## src/sdram_cmd_pkg.sv

```systemverilog
package sdram_cmd_pkg;

	// pin pattern {ras_n, cas_n, we_n}
	typedef enum logic [2:0] {
		ARSR = 3'b001, // auto refresh
		PRCH = 3'b010,
		ACTV = 3'b011,
		WRTE = 3'b100,
		READ = 3'b101,
		NOOP = 3'b111
	} sdram_cmd_e;

	localparam int SPACING_W = 4;

	// spacing counter load per command, indexed by the encoding.
	// a normal gap on the bus is load + 2 cycles; a repeated READ or WRTE
	// may take the fast path and go one cycle sooner
	localparam logic [7:0][SPACING_W-1:0] CMD_SPACING = {
		4'd0, // NOOP
		4'd0, // unused
		4'd2, // READ, fast gap 3
		4'd3, // WRTE, fast gap 4
		4'd0, // ACTV
		4'd1, // PRCH
		4'd9, // ARSR
		4'd0  // unused
	};

	// smallest allowed gap in cycles after each command
	localparam logic [7:0][SPACING_W-1:0] SPACING_FLOOR = {
		4'd0,  // NOOP
		4'd0,
		4'd3,  // READ
		4'd4,  // WRTE
		4'd2,  // ACTV
		4'd3,  // PRCH
		4'd11, // ARSR
		4'd0
	};

	function automatic logic is_rw(sdram_cmd_e cmd);
		return (cmd == READ) || (cmd == WRTE);
	endfunction

	function automatic logic [SPACING_W-1:0] spacing_of(sdram_cmd_e cmd);
		return CMD_SPACING[cmd];
	endfunction

	function automatic logic [SPACING_W-1:0] floor_of(sdram_cmd_e cmd);
		return SPACING_FLOOR[cmd];
	endfunction

endpackage

```

## src/sdram_addr_pkg.sv

```systemverilog
package sdram_addr_pkg;

	typedef struct packed {
		logic [11:0] row;
		logic [1:0]  bank;
		logic [11:0] col; // 32-bit word address within the row
		logic        we;
	} client_req_t;

	typedef struct packed {
		logic [11:0] row;
		logic [1:0]  bank;
	} page_id_t;

	typedef struct packed {
		logic        a12; // no row bit above A11
		logic [11:0] row;
	} row_view_t;

	// column address skips A10, which selects auto precharge / all banks
	typedef struct packed {
		logic [1:0] high;      // A12:A11
		logic       all_banks; // A10
		logic [9:0] low;       // A9:A0
	} col_view_t;

	typedef union packed {
		row_view_t row; // ACTV
		col_view_t col; // READ, WRTE, PRCH
	} sdram_addr_u;

	typedef struct packed {
		sdram_cmd_pkg::sdram_cmd_e cmd;
		logic [1:0]                bank;
		sdram_addr_u               addr;
	} sdram_bus_t;

	function automatic sdram_addr_u row_addr(logic [11:0] row);
		sdram_addr_u a;
		a.row.a12 = 1'b0;
		a.row.row = row;
		return a;
	endfunction

	function automatic sdram_addr_u col_addr(logic [11:0] col);
		sdram_addr_u a;
		logic [11:0] half;
		half = col << 1; // two 16-bit beats per client word
		a.col.high = half[11:10];
		a.col.all_banks = 1'b0;
		a.col.low = half[9:0];
		return a;
	endfunction

	function automatic sdram_addr_u prch_addr();
		sdram_addr_u a;
		a.col.high = 2'b00;
		a.col.all_banks = 1'b1;
		a.col.low = 10'h000;
		return a;
	endfunction

endpackage

```

## src/refresh_timer.sv

```systemverilog
`timescale 1ns/1ps

module refresh_timer #(
	parameter int REFRESH_INTERVAL = 975
) (
	input  logic CLK,
	input  logic RST,
	output logic refresh_strobe
);

	localparam int CNT_W = $clog2(REFRESH_INTERVAL);

	logic [CNT_W-1:0] count;
	logic             wrap;

	assign wrap = (count == CNT_W'(REFRESH_INTERVAL - 1));

	// strobe is a toggle, consumer keeps its own ack copy
	always_ff @(posedge CLK)
	begin
		if (!RST)
		begin
			count <= '0;
			refresh_strobe <= 1'b0;
		end
		else if (wrap)
		begin
			count <= '0;
			refresh_strobe <= ~refresh_strobe; // one refresh owed
		end
		else
		begin
			count <= count + 1'b1;
		end
	end

	a_count_in_range: assert property (
		@(posedge CLK) disable iff (!RST)
		count < REFRESH_INTERVAL
	) else $error("refresh_timer: count %0d beyond interval", count);

endmodule

```

## src/cmd_timing.sv

```systemverilog
`timescale 1ns/1ps

module cmd_timing (
	input  logic                      CLK,
	input  logic                      RST,
	input  logic                      change_req,
	input  sdram_cmd_pkg::sdram_cmd_e next_cmd,
	input  logic                      refresh_strobe,
	output logic                      change_possible,
	output logic                      page_open,
	output logic                      refresh_time
);

	logic [sdram_cmd_pkg::SPACING_W-1:0] counter;
	sdram_cmd_pkg::sdram_cmd_e           last_cmd;
	logic                                last_rw;
	logic                                count_done;
	logic                                miss_beat;
	logic                                strobe_ack;
	logic                                second_stroke;
	logic                                accept;
	logic                                fast_path;
	logic                                do_miss_beat;

	// same READ/WRTE again may go one cycle before the counter finishes
	assign fast_path = last_rw && (next_cmd == last_cmd) && (counter == '0);
	assign change_possible = (count_done || fast_path) && second_stroke;
	assign accept = change_possible && change_req;

	assign refresh_time = strobe_ack ^ refresh_strobe; // debt outstanding
	assign do_miss_beat = miss_beat && (next_cmd == sdram_cmd_pkg::PRCH);

	always_ff @(posedge CLK)
	begin
		if (!RST)
		begin
			counter <= '1; // let the bus settle after reset
			last_cmd <= sdram_cmd_pkg::NOOP;
			last_rw <= 1'b0;
			count_done <= 1'b0;
			miss_beat <= 1'b0;
			strobe_ack <= refresh_strobe;
			second_stroke <= 1'b0;
			page_open <= 1'b0;
		end
		else if (accept)
		begin
			second_stroke <= 1'b0; // dead cycle after every acceptance
			last_cmd <= next_cmd;
			last_rw <= sdram_cmd_pkg::is_rw(next_cmd);

			if (next_cmd != sdram_cmd_pkg::NOOP)
			begin
				counter <= sdram_cmd_pkg::spacing_of(next_cmd);
				count_done <= 1'b0;
				miss_beat <= (next_cmd == sdram_cmd_pkg::WRTE); // write recovery
			end

			if (next_cmd == sdram_cmd_pkg::ACTV)
				page_open <= 1'b1;
			if (next_cmd == sdram_cmd_pkg::PRCH)
				page_open <= 1'b0;
			if (next_cmd == sdram_cmd_pkg::ARSR)
				strobe_ack <= refresh_strobe; // debt paid
		end
		else
		begin
			if (!change_possible)
				second_stroke <= 1'b1;

			if (!count_done)
			begin
				if (counter != '0)
				begin
					counter <= counter - 1'b1;
				end
				else if (do_miss_beat)
				begin
					miss_beat <= 1'b0; // hold one extra cycle before PRCH
				end
				else
				begin
					miss_beat <= 1'b0;
					count_done <= 1'b1;
				end
			end
		end
	end

	a_arsr_page_closed: assert property (
		@(posedge CLK) disable iff (!RST)
		(accept && (next_cmd == sdram_cmd_pkg::ARSR)) |-> !page_open
	) else $error("cmd_timing: ARSR accepted with a page open");

endmodule

```

## src/page_cmd_select.sv

```systemverilog
`timescale 1ns/1ps

module page_cmd_select #(
	parameter int ACT_HOLD = 5
) (
	input  logic                        CLK,
	input  logic                        RST,
	input  sdram_addr_pkg::client_req_t req,
	input  logic                        do_act,
	input  logic                        change_possible,
	input  logic                        page_open,
	input  logic                        refresh_time,
	output sdram_cmd_pkg::sdram_cmd_e   next_cmd,
	output logic                        change_req,
	output logic                        command_latched,
	output sdram_addr_pkg::sdram_bus_t  bus
);

	localparam int AGE_W = $clog2(ACT_HOLD + 1);

	sdram_addr_pkg::page_id_t    page_q;
	sdram_addr_pkg::page_id_t    req_page;
	sdram_addr_pkg::sdram_addr_u next_addr;
	sdram_addr_pkg::sdram_addr_u bus_addr;
	sdram_cmd_pkg::sdram_cmd_e   cmd_buf;
	sdram_cmd_pkg::sdram_cmd_e   rw_cmd;
	sdram_cmd_pkg::sdram_cmd_e   bus_cmd;
	logic [1:0]                  bus_bank;
	logic [AGE_W-1:0]            page_age;
	logic                        page_old;
	logic                        refresh_time_q;
	logic                        page_hit;
	logic                        accept;

	assign req_page = '{row: req.row, bank: req.bank};
	assign page_hit = !refresh_time && page_open && (req_page == page_q);
	assign rw_cmd = req.we ? sdram_cmd_pkg::WRTE : sdram_cmd_pkg::READ;

	assign next_cmd = page_hit ? rw_cmd : cmd_buf;
	assign change_req = do_act || refresh_time_q;
	assign accept = change_possible && change_req; // same rule as cmd_timing
	assign command_latched = page_hit && do_act && change_possible;

	assign page_old = (page_age == AGE_W'(ACT_HOLD));

	assign bus = '{cmd: bus_cmd, bank: bus_bank, addr: bus_addr};

	always_comb
	begin
		case (next_cmd)
			sdram_cmd_pkg::READ,
			sdram_cmd_pkg::WRTE: next_addr = sdram_addr_pkg::col_addr(req.col);
			sdram_cmd_pkg::ACTV: next_addr = sdram_addr_pkg::row_addr(req.row);
			sdram_cmd_pkg::PRCH: next_addr = sdram_addr_pkg::prch_addr();
			default:             next_addr = '0;
		endcase
	end

	always_ff @(posedge CLK)
	begin
		if (!RST)
		begin
			refresh_time_q <= 1'b0;
			cmd_buf <= sdram_cmd_pkg::NOOP;
			page_age <= '0;
			bus_cmd <= sdram_cmd_pkg::NOOP;
		end
		else
		begin
			refresh_time_q <= refresh_time;
			bus_cmd <= accept ? next_cmd : sdram_cmd_pkg::NOOP;

			if (accept && (next_cmd == sdram_cmd_pkg::ACTV))
				page_age <= '0;
			else if (!page_old)
				page_age <= page_age + 1'b1; // saturates at ACT_HOLD

			// used next cycle when the request misses the open page
			if (page_open)
				cmd_buf <= page_old ? sdram_cmd_pkg::PRCH : sdram_cmd_pkg::NOOP;
			else if (refresh_time)
				cmd_buf <= sdram_cmd_pkg::ARSR;
			else
				cmd_buf <= sdram_cmd_pkg::ACTV;
		end
	end

	always_ff @(posedge CLK)
	begin
		if (accept)
		begin
			bus_bank <= req.bank;
			bus_addr <= next_addr;
			if (next_cmd == sdram_cmd_pkg::ACTV)
				page_q <= req_page;
		end
	end

	// page_open comes from cmd_timing, bus from this block
	a_rw_in_open_page: assert property (
		@(posedge CLK) disable iff (!RST)
		sdram_cmd_pkg::is_rw(bus.cmd) |-> page_open
	) else $error("page_cmd_select: %s on bus with no open page", bus.cmd.name());

endmodule

```

## src/sdram_cmd_ctrl.sv

```systemverilog
`timescale 1ns/1ps

module sdram_cmd_ctrl #(
	parameter int REFRESH_INTERVAL = 975, // 7.8 us at 125 MHz
	parameter int ACT_HOLD         = 5
) (
	input  logic                        CLK,
	input  logic                        RST,
	input  sdram_addr_pkg::client_req_t req,
	input  logic                        do_act,
	output logic                        command_latched,
	output sdram_addr_pkg::sdram_bus_t  bus
);

	logic                      refresh_strobe;
	logic                      change_possible;
	logic                      page_open;
	logic                      refresh_time;
	logic                      change_req;
	sdram_cmd_pkg::sdram_cmd_e next_cmd;

	refresh_timer #(
		.REFRESH_INTERVAL(REFRESH_INTERVAL)
	) u_refresh_timer (
		.CLK            (CLK),
		.RST            (RST),
		.refresh_strobe (refresh_strobe)
	);

	// spacing, page state and refresh debt
	cmd_timing u_cmd_timing (
		.CLK             (CLK),
		.RST             (RST),
		.change_req      (change_req),
		.next_cmd        (next_cmd),
		.refresh_strobe  (refresh_strobe),
		.change_possible (change_possible),
		.page_open       (page_open),
		.refresh_time    (refresh_time)
	);

	page_cmd_select #(
		.ACT_HOLD(ACT_HOLD)
	) u_page_cmd_select (
		.CLK             (CLK),
		.RST             (RST),
		.req             (req),
		.do_act          (do_act),
		.change_possible (change_possible),
		.page_open       (page_open),
		.refresh_time    (refresh_time),
		.next_cmd        (next_cmd),
		.change_req      (change_req),
		.command_latched (command_latched),
		.bus             (bus)
	);

endmodule

```

## config.mk

```make
export PLATFORM = sky130hd
export DESIGN_NAME = sdram_cmd_ctrl
export DESIGN_NICKNAME = d
export VERILOG_FILES = /design/src/sdram_cmd_pkg.sv /design/src/sdram_addr_pkg.sv /design/src/refresh_timer.sv /design/src/cmd_timing.sv /design/src/page_cmd_select.sv /design/src/sdram_cmd_ctrl.sv
export SDC_FILE = /design/constraint.sdc
export NUM_CORES = 1
export LEC_CHECK = 0
export ABC_CLOCK_PERIOD_IN_PS = 4650
export CORE_MARGIN = 4
export CORE_UTILIZATION = 45
export DETAILED_ROUTE_END_ITERATION = 16
export DONT_BUFFER_PORTS = 1
export PLACE_DENSITY = 0.69
export SLEW_MARGIN = 5
export SYNTH_ARGS = -nofsm -noshare
export SYNTH_HDL_FRONTEND = slang
export SYNTH_SLANG_ARGS = --single-unit
```

## constraint.sdc

```tcl
create_clock -name CLK -period 4.65 [get_ports CLK]
set_clock_uncertainty 0.2 [all_clocks]
set_input_delay 0.93 -clock CLK [delete_from_list [all_inputs] [get_ports CLK]]
set_output_delay 0.93 -clock CLK [all_outputs]
set_load 0.02 [all_outputs]
```

==> results of run 1 <==
per-stage QoR:
step	util [%]	hold WS, ns
3_3_place_gp	48.84	0.2132
2_1_floorplan	-	0.1934
4_1_cts	51.60	0.2310
5_1_grt	51.60	0.2487
3_5_place_dp	48.84	0.2126
6_report	51.60	0.2273
cell families (layout without fill, tap and decap cells):
logic type,Yosys count,after routing
buf+inv,18,33
flops,63,63
simple gates,82,82
fa+ha+maj,10,10
xor+xnor,27,27
mux,2,2
compound gates,45,45
flip-flops by register name (all words and copies together) (netlist names):
register                          count
u_cmd_timing.last_cmd                 3
u_refresh_timer.refresh_strobe        1
u_page_cmd_select.cmd_buf             3
u_page_cmd_select.page_age            3
u_cmd_timing.count_done               1
u_refresh_timer.count                10
u_page_cmd_select.bus_cmd             3
u_cmd_timing.strobe_ack               1
u_cmd_timing.miss_beat                1
u_cmd_timing.second_stroke            1
u_page_cmd_select.refresh_time_q      1
u_cmd_timing.page_open                1
u_cmd_timing.last_rw                  1
u_page_cmd_select.bus_bank            2
u_page_cmd_select.page_q             14
u_cmd_timing.counter                  4
u_page_cmd_select.bus_addr           13
synthesized netlist by cell type (2+ instances only):
| master | number |
|---|---|
| a21oi_1 | 5 |
| a22o_1 | 11 |
| a31oi_1 | 3 |
| and2_1 | 5 |
| and3_1 | 4 |
| buf_4 | 3 |
| clkbuf_1 | 4 |
| dfxtp_1 | 33 |
| edfxtp_1 | 30 |
| ha_1 | 10 |
| inv_1 | 10 |
| mux2i_1 | 2 |
| nand2_1 | 13 |
| nand3_1 | 12 |
| nand4_1 | 4 |
| nand4b_1 | 2 |
| nor2_1 | 19 |
| nor3_1 | 6 |
| o21ai_0 | 7 |
| o311ai_0 | 2 |
| o31a_1 | 4 |
| or3_1 | 5 |
| xnor2_1 | 14 |
| xor2_1 | 12 |
area by class of cell:
class	count	area (um2)	share of cell area, %
clock buffer	12	145.1	4.668
clock inverter	4	21.27	0.6841
inverter	11	41.29	1.328
multi-input combinational	166	1189	38.23
sequential	63	1562	50.22
tap	75	93.84	3.018
timing repair buffer	6	57.56	1.851
worst reg2reg max path, cell delays in order, from the launching register on:
cell and delay (ns):
edfxtp_1 0.38, xor2_1 0.19, or4_4 0.55, nor4_4 0.31, mux2i_1 0.33, xnor2_1 0.16
o41ai_4 0.43, nand2b_2 0.20, inv_2 0.10, and2_1 0.29, buf_12 0.19
path summary, 6_finish.rpt:
check / endpoint / slack (ns) / depth (start not counted)
worst max-delay path: command_latched / 0.26 / 7
worst min-delay path: u_page_cmd_select.cmd_buf[0]$_SDFF_PN1_ / 0.23 / 1
worst max register to register: u_page_cmd_select.page_q[12]$_DFFE_PP_ / 1.02 / 10
worst min register to register: u_page_cmd_select.cmd_buf[0]$_SDFF_PN1_ / 0.23 / 1
power groups by stage:
stage	Sequential (mW)	Clock, mW	Combinational, mW
6_report	0.599	0.413	0.0644
5_1_grt	0.600	0.452	0.0726
4_1_cts	0.598	0.430	0.0645
3_5_place_dp	0.611	0	0.0640
3_3_place_gp	0.610	0	0.0612
2_1_floorplan	0.609	0	0.0523
per-layer routing:
metal / track usage, % / up-vias / share of wire (%)
met3: 6.812 / 10 / 8.3
li1: - / 930 / -
met5: 0 / - / 0
met4: 7.113 / 0 / 1.8
met1: 20.77 / 885 / 46
met2: 24.18 / 64 / 44
==> flow_summary_export.csv, run 1 <==
group,metric,value,unit
logic_synthesis,seq_area_frac_synth,55.20,%
cells_and_area,fill_cells,523,
hold_path,hp-class,"reg2reg",
critical_path,critPathBufInv,0,
cells_and_area,final_cells,337,
place,dp_cells,321,
die,initial_core_util,46.95,%
place,place.gp.congestion,0.8027,
power,total_power,1.076,mW
logic_synthesis,syn-instance-count,247,
die,die_w,87.29,um
detailed_routing,avgViaCountPerCell,5.605,
cts,cts_resized,0,
sta,rsz0062_at_grt,"no",
critical_path,cp.required,3.52,ns
detailed_routing,vias,1889,
sta,finalHoldViolCount,0,
critical_path,path_delay_family,"simple AND/OR/NAND/NOR gates",
logic_synthesis,synth_compound_area_share,12.38,%
die,io_pins,49,
critical_path,cp-startpoint,"req[13]",
logic_synthesis,synth_top_cell_by_area,"edfxtp_1",
cts,clk_latency,0.34,ns
grt,grt_max_degree,16,
logic_synthesis,synth-edff-count,30,
sta,period_minus_slack,4.387,ns
logic_synthesis,ys_seq_elements,63,
grt,grt_overflow,0,
cts,cts_buffers,9,
status,status,"completed",
die,fp.coreArea,6026,um2
place,dp_slack,0.2533,ns
cells_and_area,nNetsFinal,297,
critical_path,slowest_delay,0.55,ns
cells_and_area,num_antenna_cells,0,
sta,period_share,94.35,%
logic_synthesis,synth_top_family_by_area,"simple AND/OR/NAND/NOR gates",
logic_synthesis,synthMuxAreaShare,0.7077,%
cts,clkSlewWorstSetupHoldPaths,0.07,ns
logic_synthesis,synth_cell_type_count,51,
sta,drv_slew,0,
cts,cts_root_buf,"clkbuf_8",
logic_synthesis,synthAdderAreaFrac,4.423,%
critical_path,worst_setup_path_end_kind,"output pin",
cells_and_area,final_common_cell,"dfxtp_1",
logic_synthesis,synthArstFlopShare,0,%
logic_synthesis,synthTopCellsByArea,"edfxtp_1 32%, dfxtp_1 23%, ha_1 4.4%",
hold_path,hp-start,"u_page_cmd_select.page_age[2]$_SDFFE_PP0N_",
sta,worst_pin_slew,0.8993,ns
power,p_leak,1.138,nW
detailed_routing,ant_nets,0,
logic_synthesis,syn-cell-area,2829,um2
die,die_area,7619,um2
die,fp.dieH,87.29,um
place,place_area,2943,um2
grt,globalRouteTotalUtil,16.32,%
detailed_routing,wire_per_inst,17.02,um
die,fp-row-count,28,
power,p_clk_share,38.4,%
flow_run,maxCapViolations,0,
sta,tns,0,ns
critical_path,slowest_stage,"or4_4",
cts,clock_sinks,63,
detailed_routing,wirelength,5735,um
power,power.density,346.2,nW/um2
sta,worst_slack,0.2627,ns
cts,holdBufCountCts,0,
sta,finalSetupViolCount,0,
power,switching_share,23.25,%
power,p_comb_share,6.0,%
detailed_routing,dr.pass1.iters,4,
place,hpwl,4079,um
critical_path,path_class,"in2out",
critical_path,critPathArrivalTime,3.26,ns
detailed_routing,drt_iter0_markers,71,
sta,fmax,0.2279,GHz
critical_path,path_cells,"xor2_1 > or4_4 > nor4_4 > mux2i_1 > xnor2_1 > o41ai_4 > and4_1",
logic_synthesis,synth_warnings,0,
cells_and_area,syn_to_final_growth,9.907,%
power,seqPwrFrac,55.6,%
grt,grt_pass1_vias,1851,
detailed_routing,remaining_drc_errors,0,
logic_synthesis,dominantRegCellSynth,"dfxtp_1",
logic_synthesis,synthesis.nets,287,
logic_synthesis,avgSynthCellArea,11.45,um2
cells_and_area,drive_above_1_share,10.31,%
power,p_int,0.8261,mW
logic_synthesis,synth_top_area_share,31.84,%
sta,slew_headroom,39.83,%
cells_and_area,final_cell_mix,"33 x dfxtp_1, 30 x edfxtp_1, 19 x nor2_1",
logic_synthesis,synth-simple-area-share,15.88,%
cts,post_cts_buffers,0,
cts,cts_tree,"done",
grt,grt_first_pass_wirelength,9377,um
logic_synthesis,synthXorXnorAreaFrac,8.625,%
critical_path,crit_path_start_kind,"primary input",
grt,antenna_found_initial,0,
cts,htreeDepth,3,
critical_path,r2r-start,"u_page_cmd_select.page_q[0]$_DFFE_PP_",
cts,clockBufferDepth,2,
cells_and_area,final_area,3109,um2
critical_path,cp_max_fo,4,
power,ir_worst_vdd,0.1643,mV
place,portBuffers,0,
power,p_switching,0.2502,mW
(Power assumes the default switching activity.)
==> run 2, diff against run 1 <==
==> constraint.sdc (replaced) <==
create_clock -name CLK -period 4.65 [get_ports CLK]
set_clock_uncertainty 0.2 [all_clocks]
set_input_delay 0.465 -clock CLK [delete_from_list [all_inputs] [get_ports CLK]]
set_output_delay 0.465 -clock CLK [all_outputs]
set_load 0.02 [all_outputs]
==> run 2 against run 1 <==
Net effect:
- combinational power grew 17%
- highest routed layer unchanged
- utilization is 3.5 points higher
- fmax is 15% higher
- largest power group unchanged
- wire length increased by 5.6%
- sequential share of layout area shrank 3.2 points
- largest cell class unchanged
- via count increased by 4.2%
- cell count up 4.5%
- clock power increased by 40%
- non-clock buffer count grew 15
==> flow_summary_export.csv, run 2 (synthesis results as in run 1) <==
group,metric,value,unit
status,status,"completed",
cells_and_area,regMostFlops,"u_page_cmd_select.page_q",
sta,holdWs,0.01198,ns
die,initial_core_util,46.95,%
cells_and_area,multi_input_area,1189,um2
cells_and_area,fill_cells,519,
flow_run,maxCapViolations,0,
sta,finalSetupViolCount,0,
die,fp.dieH,87.29,um
cts,clkSlewWorstSetupHoldPaths,0.07,ns
die,die_area,7619,um2
cts,clockBufferDepth,2,
power,switching_share,20.36,%
cells_and_area,num_antenna_cells,0,
detailed_routing,drt-met1-wl,2682,um
detailed_routing,vias,1968,
grt,antenna_found_initial,0,
power,total_power,1.254,mW
die,fp-row-count,28,
detailed_routing,ant_nets,0,
detailed_routing,dr.pass1.iters,4,
cts,clock_sinks,63,
cells_and_area,largest_reg_flops,14,
grt,grt_overflow,0,
cts,cts_root_buf,"clkbuf_8",
cts,htreeDepth,3,
sta,fmax,0.2627,GHz
place,place.gp.congestion,0.7995,
cells_and_area,seqCellArea,1562,um2
die,die_w,87.29,um
hold_path,hp-start,"RST",
die,fp.coreArea,6026,um2
detailed_routing,wl_met2,2776,um
detailed_routing,avgViaCountPerCell,5.591,
cts,cts_buffers,9,
place,hpwl,4019,um
power,p_comb_share,6.0,%
sta,worst_pin_slew,0.6619,ns
critical_path,path_class,"reg2reg",
detailed_routing,wire_per_inst,17.21,um
power,p_int,0.9984,mW
cells_and_area,nNetsFinal,312,
hold_path,hp-class,"in2reg",
power,p_leak,1.226,nW
sta,tns,0,ns
grt,grt_pass1_vias,1923,
cells_and_area,reg.largest.list,"u_page_cmd_select.page_q x14, u_page_cmd_select.bus_addr x13, u_refresh_timer.count x10",
cells_and_area,drive_above_1_share,9.386,%
cts,cts_tree,"done",
detailed_routing,wl_met3,508,um
critical_path,r2r-start,"u_page_cmd_select.page_q[0]$_DFFE_PP_",
sta,period_minus_slack,3.806,ns
critical_path,cp_max_fo,11,
detailed_routing,drt_iter0_markers,86,
detailed_routing,remaining_drc_errors,0,
sta,slew_headroom,55.58,%
sta,rsz0062_at_grt,"no",
cts,post_cts_buffers,0,
detailed_routing,wirelength,6059,um
critical_path,cp-startpoint,"u_page_cmd_select.page_q[0]$_DFFE_PP_",
sta,finalHoldViolCount,0,
cells_and_area,final_cell_mix,"33 x dfxtp_1, 30 x edfxtp_1, 19 x nor2_1",
critical_path,worst_setup_path_end_kind,"register",
sta,period_share,81.85,%
sta,drv_slew,0,
grt,grt_max_degree,26,
cts,clk_latency,0.35,ns
power,seqPwrFrac,47.8,%
grt,grt_first_pass_wirelength,9453,um
place,portBuffers,0,
critical_path,crit_path_start_kind,"register",
power,p_clk_share,46.2,%
die,io_pins,49,
power,ir_worst_vdd,0.2344,mV
cells_and_area,final_common_cell,"dfxtp_1",
grt,globalRouteTotalUtil,16.40,%
critical_path,critPathArrivalTime,3.66,ns
detailed_routing,top_layer,"met4",
power,p_switching,0.2552,mW
critical_path,cp.required,4.50,ns
power,power.density,377.7,nW/um2
cells_and_area,syn_to_final_growth,17.34,%
[run 2: critical path: stages (launching register included)]
cell	delay, ns
edfxtp_1	0.39
xor2_1	0.18
or4_4	0.55
nor4_4	0.31
mux2i_1	0.19
buf_4	0.18
inv_1	0.08
ha_1	0.25
and2_1	0.43
and2_1	0.48
buf_4	0.27
[run 2: stage by stage]
step                      cells  worst slack (ns)  area, um2  util, %
final                       352            0.8441       3319    55.09
after global routing        352            0.5905       3319    55.09
after CTS                   338            0.7850       3179    52.76
after detailed placement    321            0.7473       2930    48.63
after global placement      321            0.8061       2930    48.63
after floorplan             247             1.121       2829        -
[run 2: layout make-up]
type / count / share of cell area [%]
well taps: 75 / 2.827
clock inverters: 4 / 2.827
flip-flops and latches: 63 / 47.04
inverters: 11 / 1.244
clock buffers: 12 / 4.372
repair buffers: 21 / 5.880
multi-input cells: 166 / 35.81
[run 2: worst paths after layout]
check,end,slack (ns),depth (start not counted)
min,u_page_cmd_select.cmd_buf[0]$_SDFF_PN1_,0.01,1
max,u_page_cmd_select.page_q[12]$_DFFE_PP_,0.84,10
min reg2reg,u_page_cmd_select.cmd_buf[0]$_SDFF_PN1_,0.23,1
max reg2reg,u_page_cmd_select.page_q[12]$_DFFE_PP_,0.84,10
[run 2: metal layers]
layer	vias up	track usage, %
met1	940	20.55
li1	957	-
met4	0	7.671
met2	61	24.73
met3	10	6.433
met5	-	0
[run 2: power groups by stage]
stage | Combinational [mW] | Clock, mW | Sequential (mW)
3_3_place_gp | 0.0619 | 0 | 0.610
4_1_cts | 0.0657 | 0.584 | 0.599
6_report | 0.0754 | 0.580 | 0.599
5_1_grt | 0.0844 | 0.610 | 0.600
2_1_floorplan | 0.0523 | 0 | 0.609
3_5_place_dp | 0.0642 | 0 | 0.611
[run 2: timing repair]
action                    CTS  global route
hold buffers                1            14
hold endpoints to repair    2            16
resized for setup           0             0
==> run 3, diff against run 2 <==
--- a/config.mk
+++ b/config.mk
@@ -5,12 +5,13 @@
 export SDC_FILE = /design/constraint.sdc
 export NUM_CORES = 1
 export LEC_CHECK = 0
-export ABC_CLOCK_PERIOD_IN_PS = 4650
+export ABC_AREA = 1
+export ABC_CLOCK_PERIOD_IN_PS = 3300
 export CORE_MARGIN = 4
 export CORE_UTILIZATION = 45
 export DETAILED_ROUTE_END_ITERATION = 16
 export DONT_BUFFER_PORTS = 1
-export PLACE_DENSITY = 0.69
+export PLACE_DENSITY = 0.71
 export SLEW_MARGIN = 5
 export SYNTH_ARGS = -nofsm -noshare
 export SYNTH_HDL_FRONTEND = slang
==> constraint.sdc (replaced) <==
create_clock -name CLK -period 3.3 [get_ports CLK]
set_clock_uncertainty 0.2 [all_clocks]
set_input_delay 0.33 -clock CLK [delete_from_list [all_inputs] [get_ports CLK]]
set_output_delay 0.33 -clock CLK [all_outputs]
set_load 0.02 [all_outputs]
==> run 3 against run 2 <==
Net effect:
- sequential power is 41% higher
- via count is 23% higher
- non-clock buffer count is 10 higher
- first-iteration DRC count is 34% higher
- cell count is 43% higher
- setup slack worse by 0.39 ns
- combinational power is 53% higher
- synthesized cell count is 55% higher
- utilization is 0.49 points higher
==> flow_summary_export.csv, run 3 <==
group,metric,value,unit
cts,clock_sinks,63,
sta,period_minus_slack,2.843,ns
logic_synthesis,synth_common_cells,"122 x nand2_1, 59 x inv_1, 38 x nor2_1",
place,dp_cells,463,
cells_and_area,nNetsFinal,462,
sta,holdWs,0.02799,ns
logic_synthesis,synth_cell_type_count,31,
cells_and_area,final_cells,504,
critical_path,critPathArrivalTime,2.31,ns
hold_path,worstHoldEndpoint,"u_page_cmd_select.bus_addr[0]$_DFFE_PN_",
critical_path,rr_worst_depth,13,
die,fp.coreArea,6495,um2
grt,antenna_found_initial,0,
cells_and_area,largest_reg_flops,14,
logic_synthesis,yosysMostFrequentCell,"nand2_1",
hold_path,hp-class,"in2reg",
sta,slew_headroom,65.95,%
hold_path,hp-start,"req[15]",
critical_path,r2r-start,"u_refresh_timer.refresh_strobe$_SDFFE_PN0P_",
logic_synthesis,synth-edff-count,30,
place,hpwl,4536,um
logic_synthesis,synth_top_area_share,29.28,%
place,portBuffers,0,
cts,htreeDepth,3,
logic_synthesis,synthArstFlopShare,0,%
power,ir_worst_vdd,0.2264,mV
cts,cts_buffers,9,
critical_path,worst_setup_path_end_kind,"output pin",
sta,worst_pin_slew,0.5091,ns
critical_path,cp.required,2.77,ns
sta,rsz0062_at_grt,"no",
grt,grt_pass1_vias,2352,
power,p_int,1.152,mW
die,die_area,8224,um2
critical_path,crit_path_start_kind,"register",
cells_and_area,regMostFlops,"u_page_cmd_select.page_q",
sta,finalHoldViolCount,0,
grt,grt_first_pass_wirelength,10450,um
power,p_clk_share,36.4,%
power,switching_share,23.51,%
cells_and_area,syn_to_final_growth,17.32,%
power,seqPwrFrac,56.0,%
logic_synthesis,synthesis.nets,424,
cts,cts_resized,0,
sta,fmax,0.3518,GHz
detailed_routing,avgViaCountPerCell,4.813,
die,die_w,90.69,um
critical_path,timing.rr.end,"u_page_cmd_select.bus_addr[10]$_DFFE_PN_",
cts,cts_tree,"done",
die,io_pins,49,
grt,globalRouteTotalUtil,16.07,%
die,fp.dieH,90.69,um
power,p_leak,1.689,nW
logic_synthesis,dominantRegCellSynth,"dfxtp_1",
die,fp-row-count,29,
detailed_routing,vias,2426,
cts,clockBufferDepth,2,
cells_and_area,final_common_cell,"nand2_1",
sta,drv_slew,0,
cells_and_area,drive_above_1_share,8.665,%
grt,grt_max_degree,16,
power,p_switching,0.3540,mW
detailed_routing,ant_nets,0,
detailed_routing,dr.pass1.iters,4,
logic_synthesis,ys_seq_elements,63,
detailed_routing,wirelength,6312,um
flow_run,maxCapViolations,0,
logic_synthesis,synthTopCellsByArea,"edfxtp_1 29%, dfxtp_1 21%, nand2_1 15%",
detailed_routing,drt_iter0_markers,115,
hold_path,min_path_cells,2,
sta,finalSetupViolCount,0,
critical_path,r2r_slack,0.64,ns
critical_path,path_class,"reg2out",
logic_synthesis,avgSynthCellArea,8.012,um2
grt,grt_overflow,0,
logic_synthesis,synth_warnings,0,
logic_synthesis,synth_top_cell_by_area,"edfxtp_1",
critical_path,cp_max_fo,6,
power,p_comb_share,7.6,%
sta,period_share,86.15,%
cts,cts_root_buf,"clkbuf_8",
detailed_routing,wire_per_inst,12.52,um
power,power.density,417.1,nW/um2
die,initial_core_util,47.37,%
detailed_routing,remaining_drc_errors,0,
logic_synthesis,syn-cell-area,3077,um2
cells_and_area,final_cell_mix,"122 x nand2_1, 59 x inv_1, 38 x nor2_1",
cells_and_area,reg.largest.list,"u_page_cmd_select.page_q x14, u_page_cmd_select.bus_addr x13, u_refresh_timer.count x10",
status,status,"completed",
logic_synthesis,seq_area_frac_synth,50.75,%
sta,tns,0,ns
cts,clkSlewWorstSetupHoldPaths,0.07,ns
cells_and_area,num_antenna_cells,0,
cts,clk_latency,0.34,ns
logic_synthesis,syn-instance-count,384,
place,place.gp.congestion,0.8422,
==> run 3: cell count changes in the layout (fill, tap and decap cells not counted), sizes merged, moves of 5 or more <==
| cell | previous run | this run |
|---|---|---|
| dlygate4sd3 | 15 | 25 |
| nor2 | 19 | 40 |
| inv | 11 | 63 |
| a22o | 11 | 0 |
| or3 | 5 | 0 |
| xnor2 | 15 | 4 |
| o21ai | 8 | 20 |
| xor2 | 12 | 2 |
| nand2 | 13 | 129 |
| nand3 | 12 | 20 |
==> run 3: through the flow <==
| stage | setup WS (ns) | util [%] | cell area [um2] | total power, mW |
|---|---|---|---|---|
| after floorplan | 0.6118 | - | 3077 | 0.9297 |
| after global placement | 0.7495 | 49.30 | 3202 | 0.9432 |
| after detailed placement | 0.6699 | 49.30 | 3202 | 0.9476 |
| after CTS | 0.4124 | 55.58 | 3610 | 1.525 |
| after global routing | 0.1660 | 55.58 | 3610 | 1.584 |
| final | 0.4572 | 55.58 | 3610 | 1.506 |
==> run 3: worst max-delay path: stages, from the launching register on <==
cell	delay, ns
dfxtp_1	0.37
inv_1	0.08
nand2_1	0.08
nand2_1	0.06
nor2_1	0.15
nand2_1	0.08
nor2_2	0.11
nand2_2	0.14
nand3_2	0.09
nand2_1	0.04
nor2_1	0.12
nand3_2	0.10
nand2_4	0.11
nand2_1	0.06
nor3b_1	0.19
buf_4	0.17
==> run 3: layout make-up <==
type | instances | area, um2
fill | 567 | 2885
inverter | 63 | 236.5
sequential | 63 | 1562
timing repair buffer | 31 | 295.3
clock buffer | 11 | 131.4
multi-input combinational | 254 | 1262
clock inverter | 5 | 26.28
tap | 77 | 96.34
==> run 3: worst max-delay path by stage <==
stage	cells after the start	startpoint	endpoint	slack [ns]
2_1_floorplan	13	u_cmd_timing.strobe_ack$_DFFE_PP_	u_page_cmd_select.page_q[0]$_DFFE_PP_	0.61
3_3_place_gp	13	u_refresh_timer.refresh_strobe$_SDFFE_PN0P_	u_page_cmd_select.bus_addr[10]$_DFFE_PN_	0.75
3_5_place_dp	13	u_refresh_timer.refresh_strobe$_SDFFE_PN0P_	u_page_cmd_select.bus_addr[10]$_DFFE_PN_	0.67
4_1_cts	15	u_refresh_timer.refresh_strobe$_SDFFE_PN0P_	command_latched	0.41
5_1_grt	15	u_refresh_timer.refresh_strobe$_SDFFE_PN0P_	command_latched	0.17
6_report	15	u_refresh_timer.refresh_strobe$_SDFFE_PN0P_	command_latched	0.46
==> run 3: per-layer routing <==
layer | wire (um) | track usage [%] | vias up
li1 | - | - | 1286
met2 | 2996 | 27.12 | 57
met1 | 2859 | 18.09 | 1071
met3 | 353 | 6.250 | 12
met5 | 0 | 0 | -
met4 | 103 | 6.633 | 0
==> run 3: repair_timing <==
item	in CTS	in global routing
setup buffers	0	0
hold buffers	25	0
endpoints found under the hold margin	41	0
==> run 3: power by group through the flow <==
| stage | logic (mW) | registers, mW | clock network [mW] |
|---|---|---|---|
| 3_5_place_dp | 0.0876 | 0.860 | 0 |
| 4_1_cts | 0.115 | 0.843 | 0.568 |
| 3_3_place_gp | 0.0840 | 0.859 | 0 |
| 2_1_floorplan | 0.0717 | 0.858 | 0 |
| 6_report | 0.115 | 0.843 | 0.548 |
| 5_1_grt | 0.131 | 0.844 | 0.609 |
==> run 3: logic make-up after synthesis <==
family | count (synthesis) | synth area share (%)
AO/OA/AOI/OAI | 35 | 6.263
XOR/XNOR | 6 | 1.708
adder cells (fa/ha/maj) | 10 | 4.067
buffers and inverters | 67 | 8.214
flip-flops | 63 | 50.75
AND/OR/NAND/NOR | 203 | 29.00
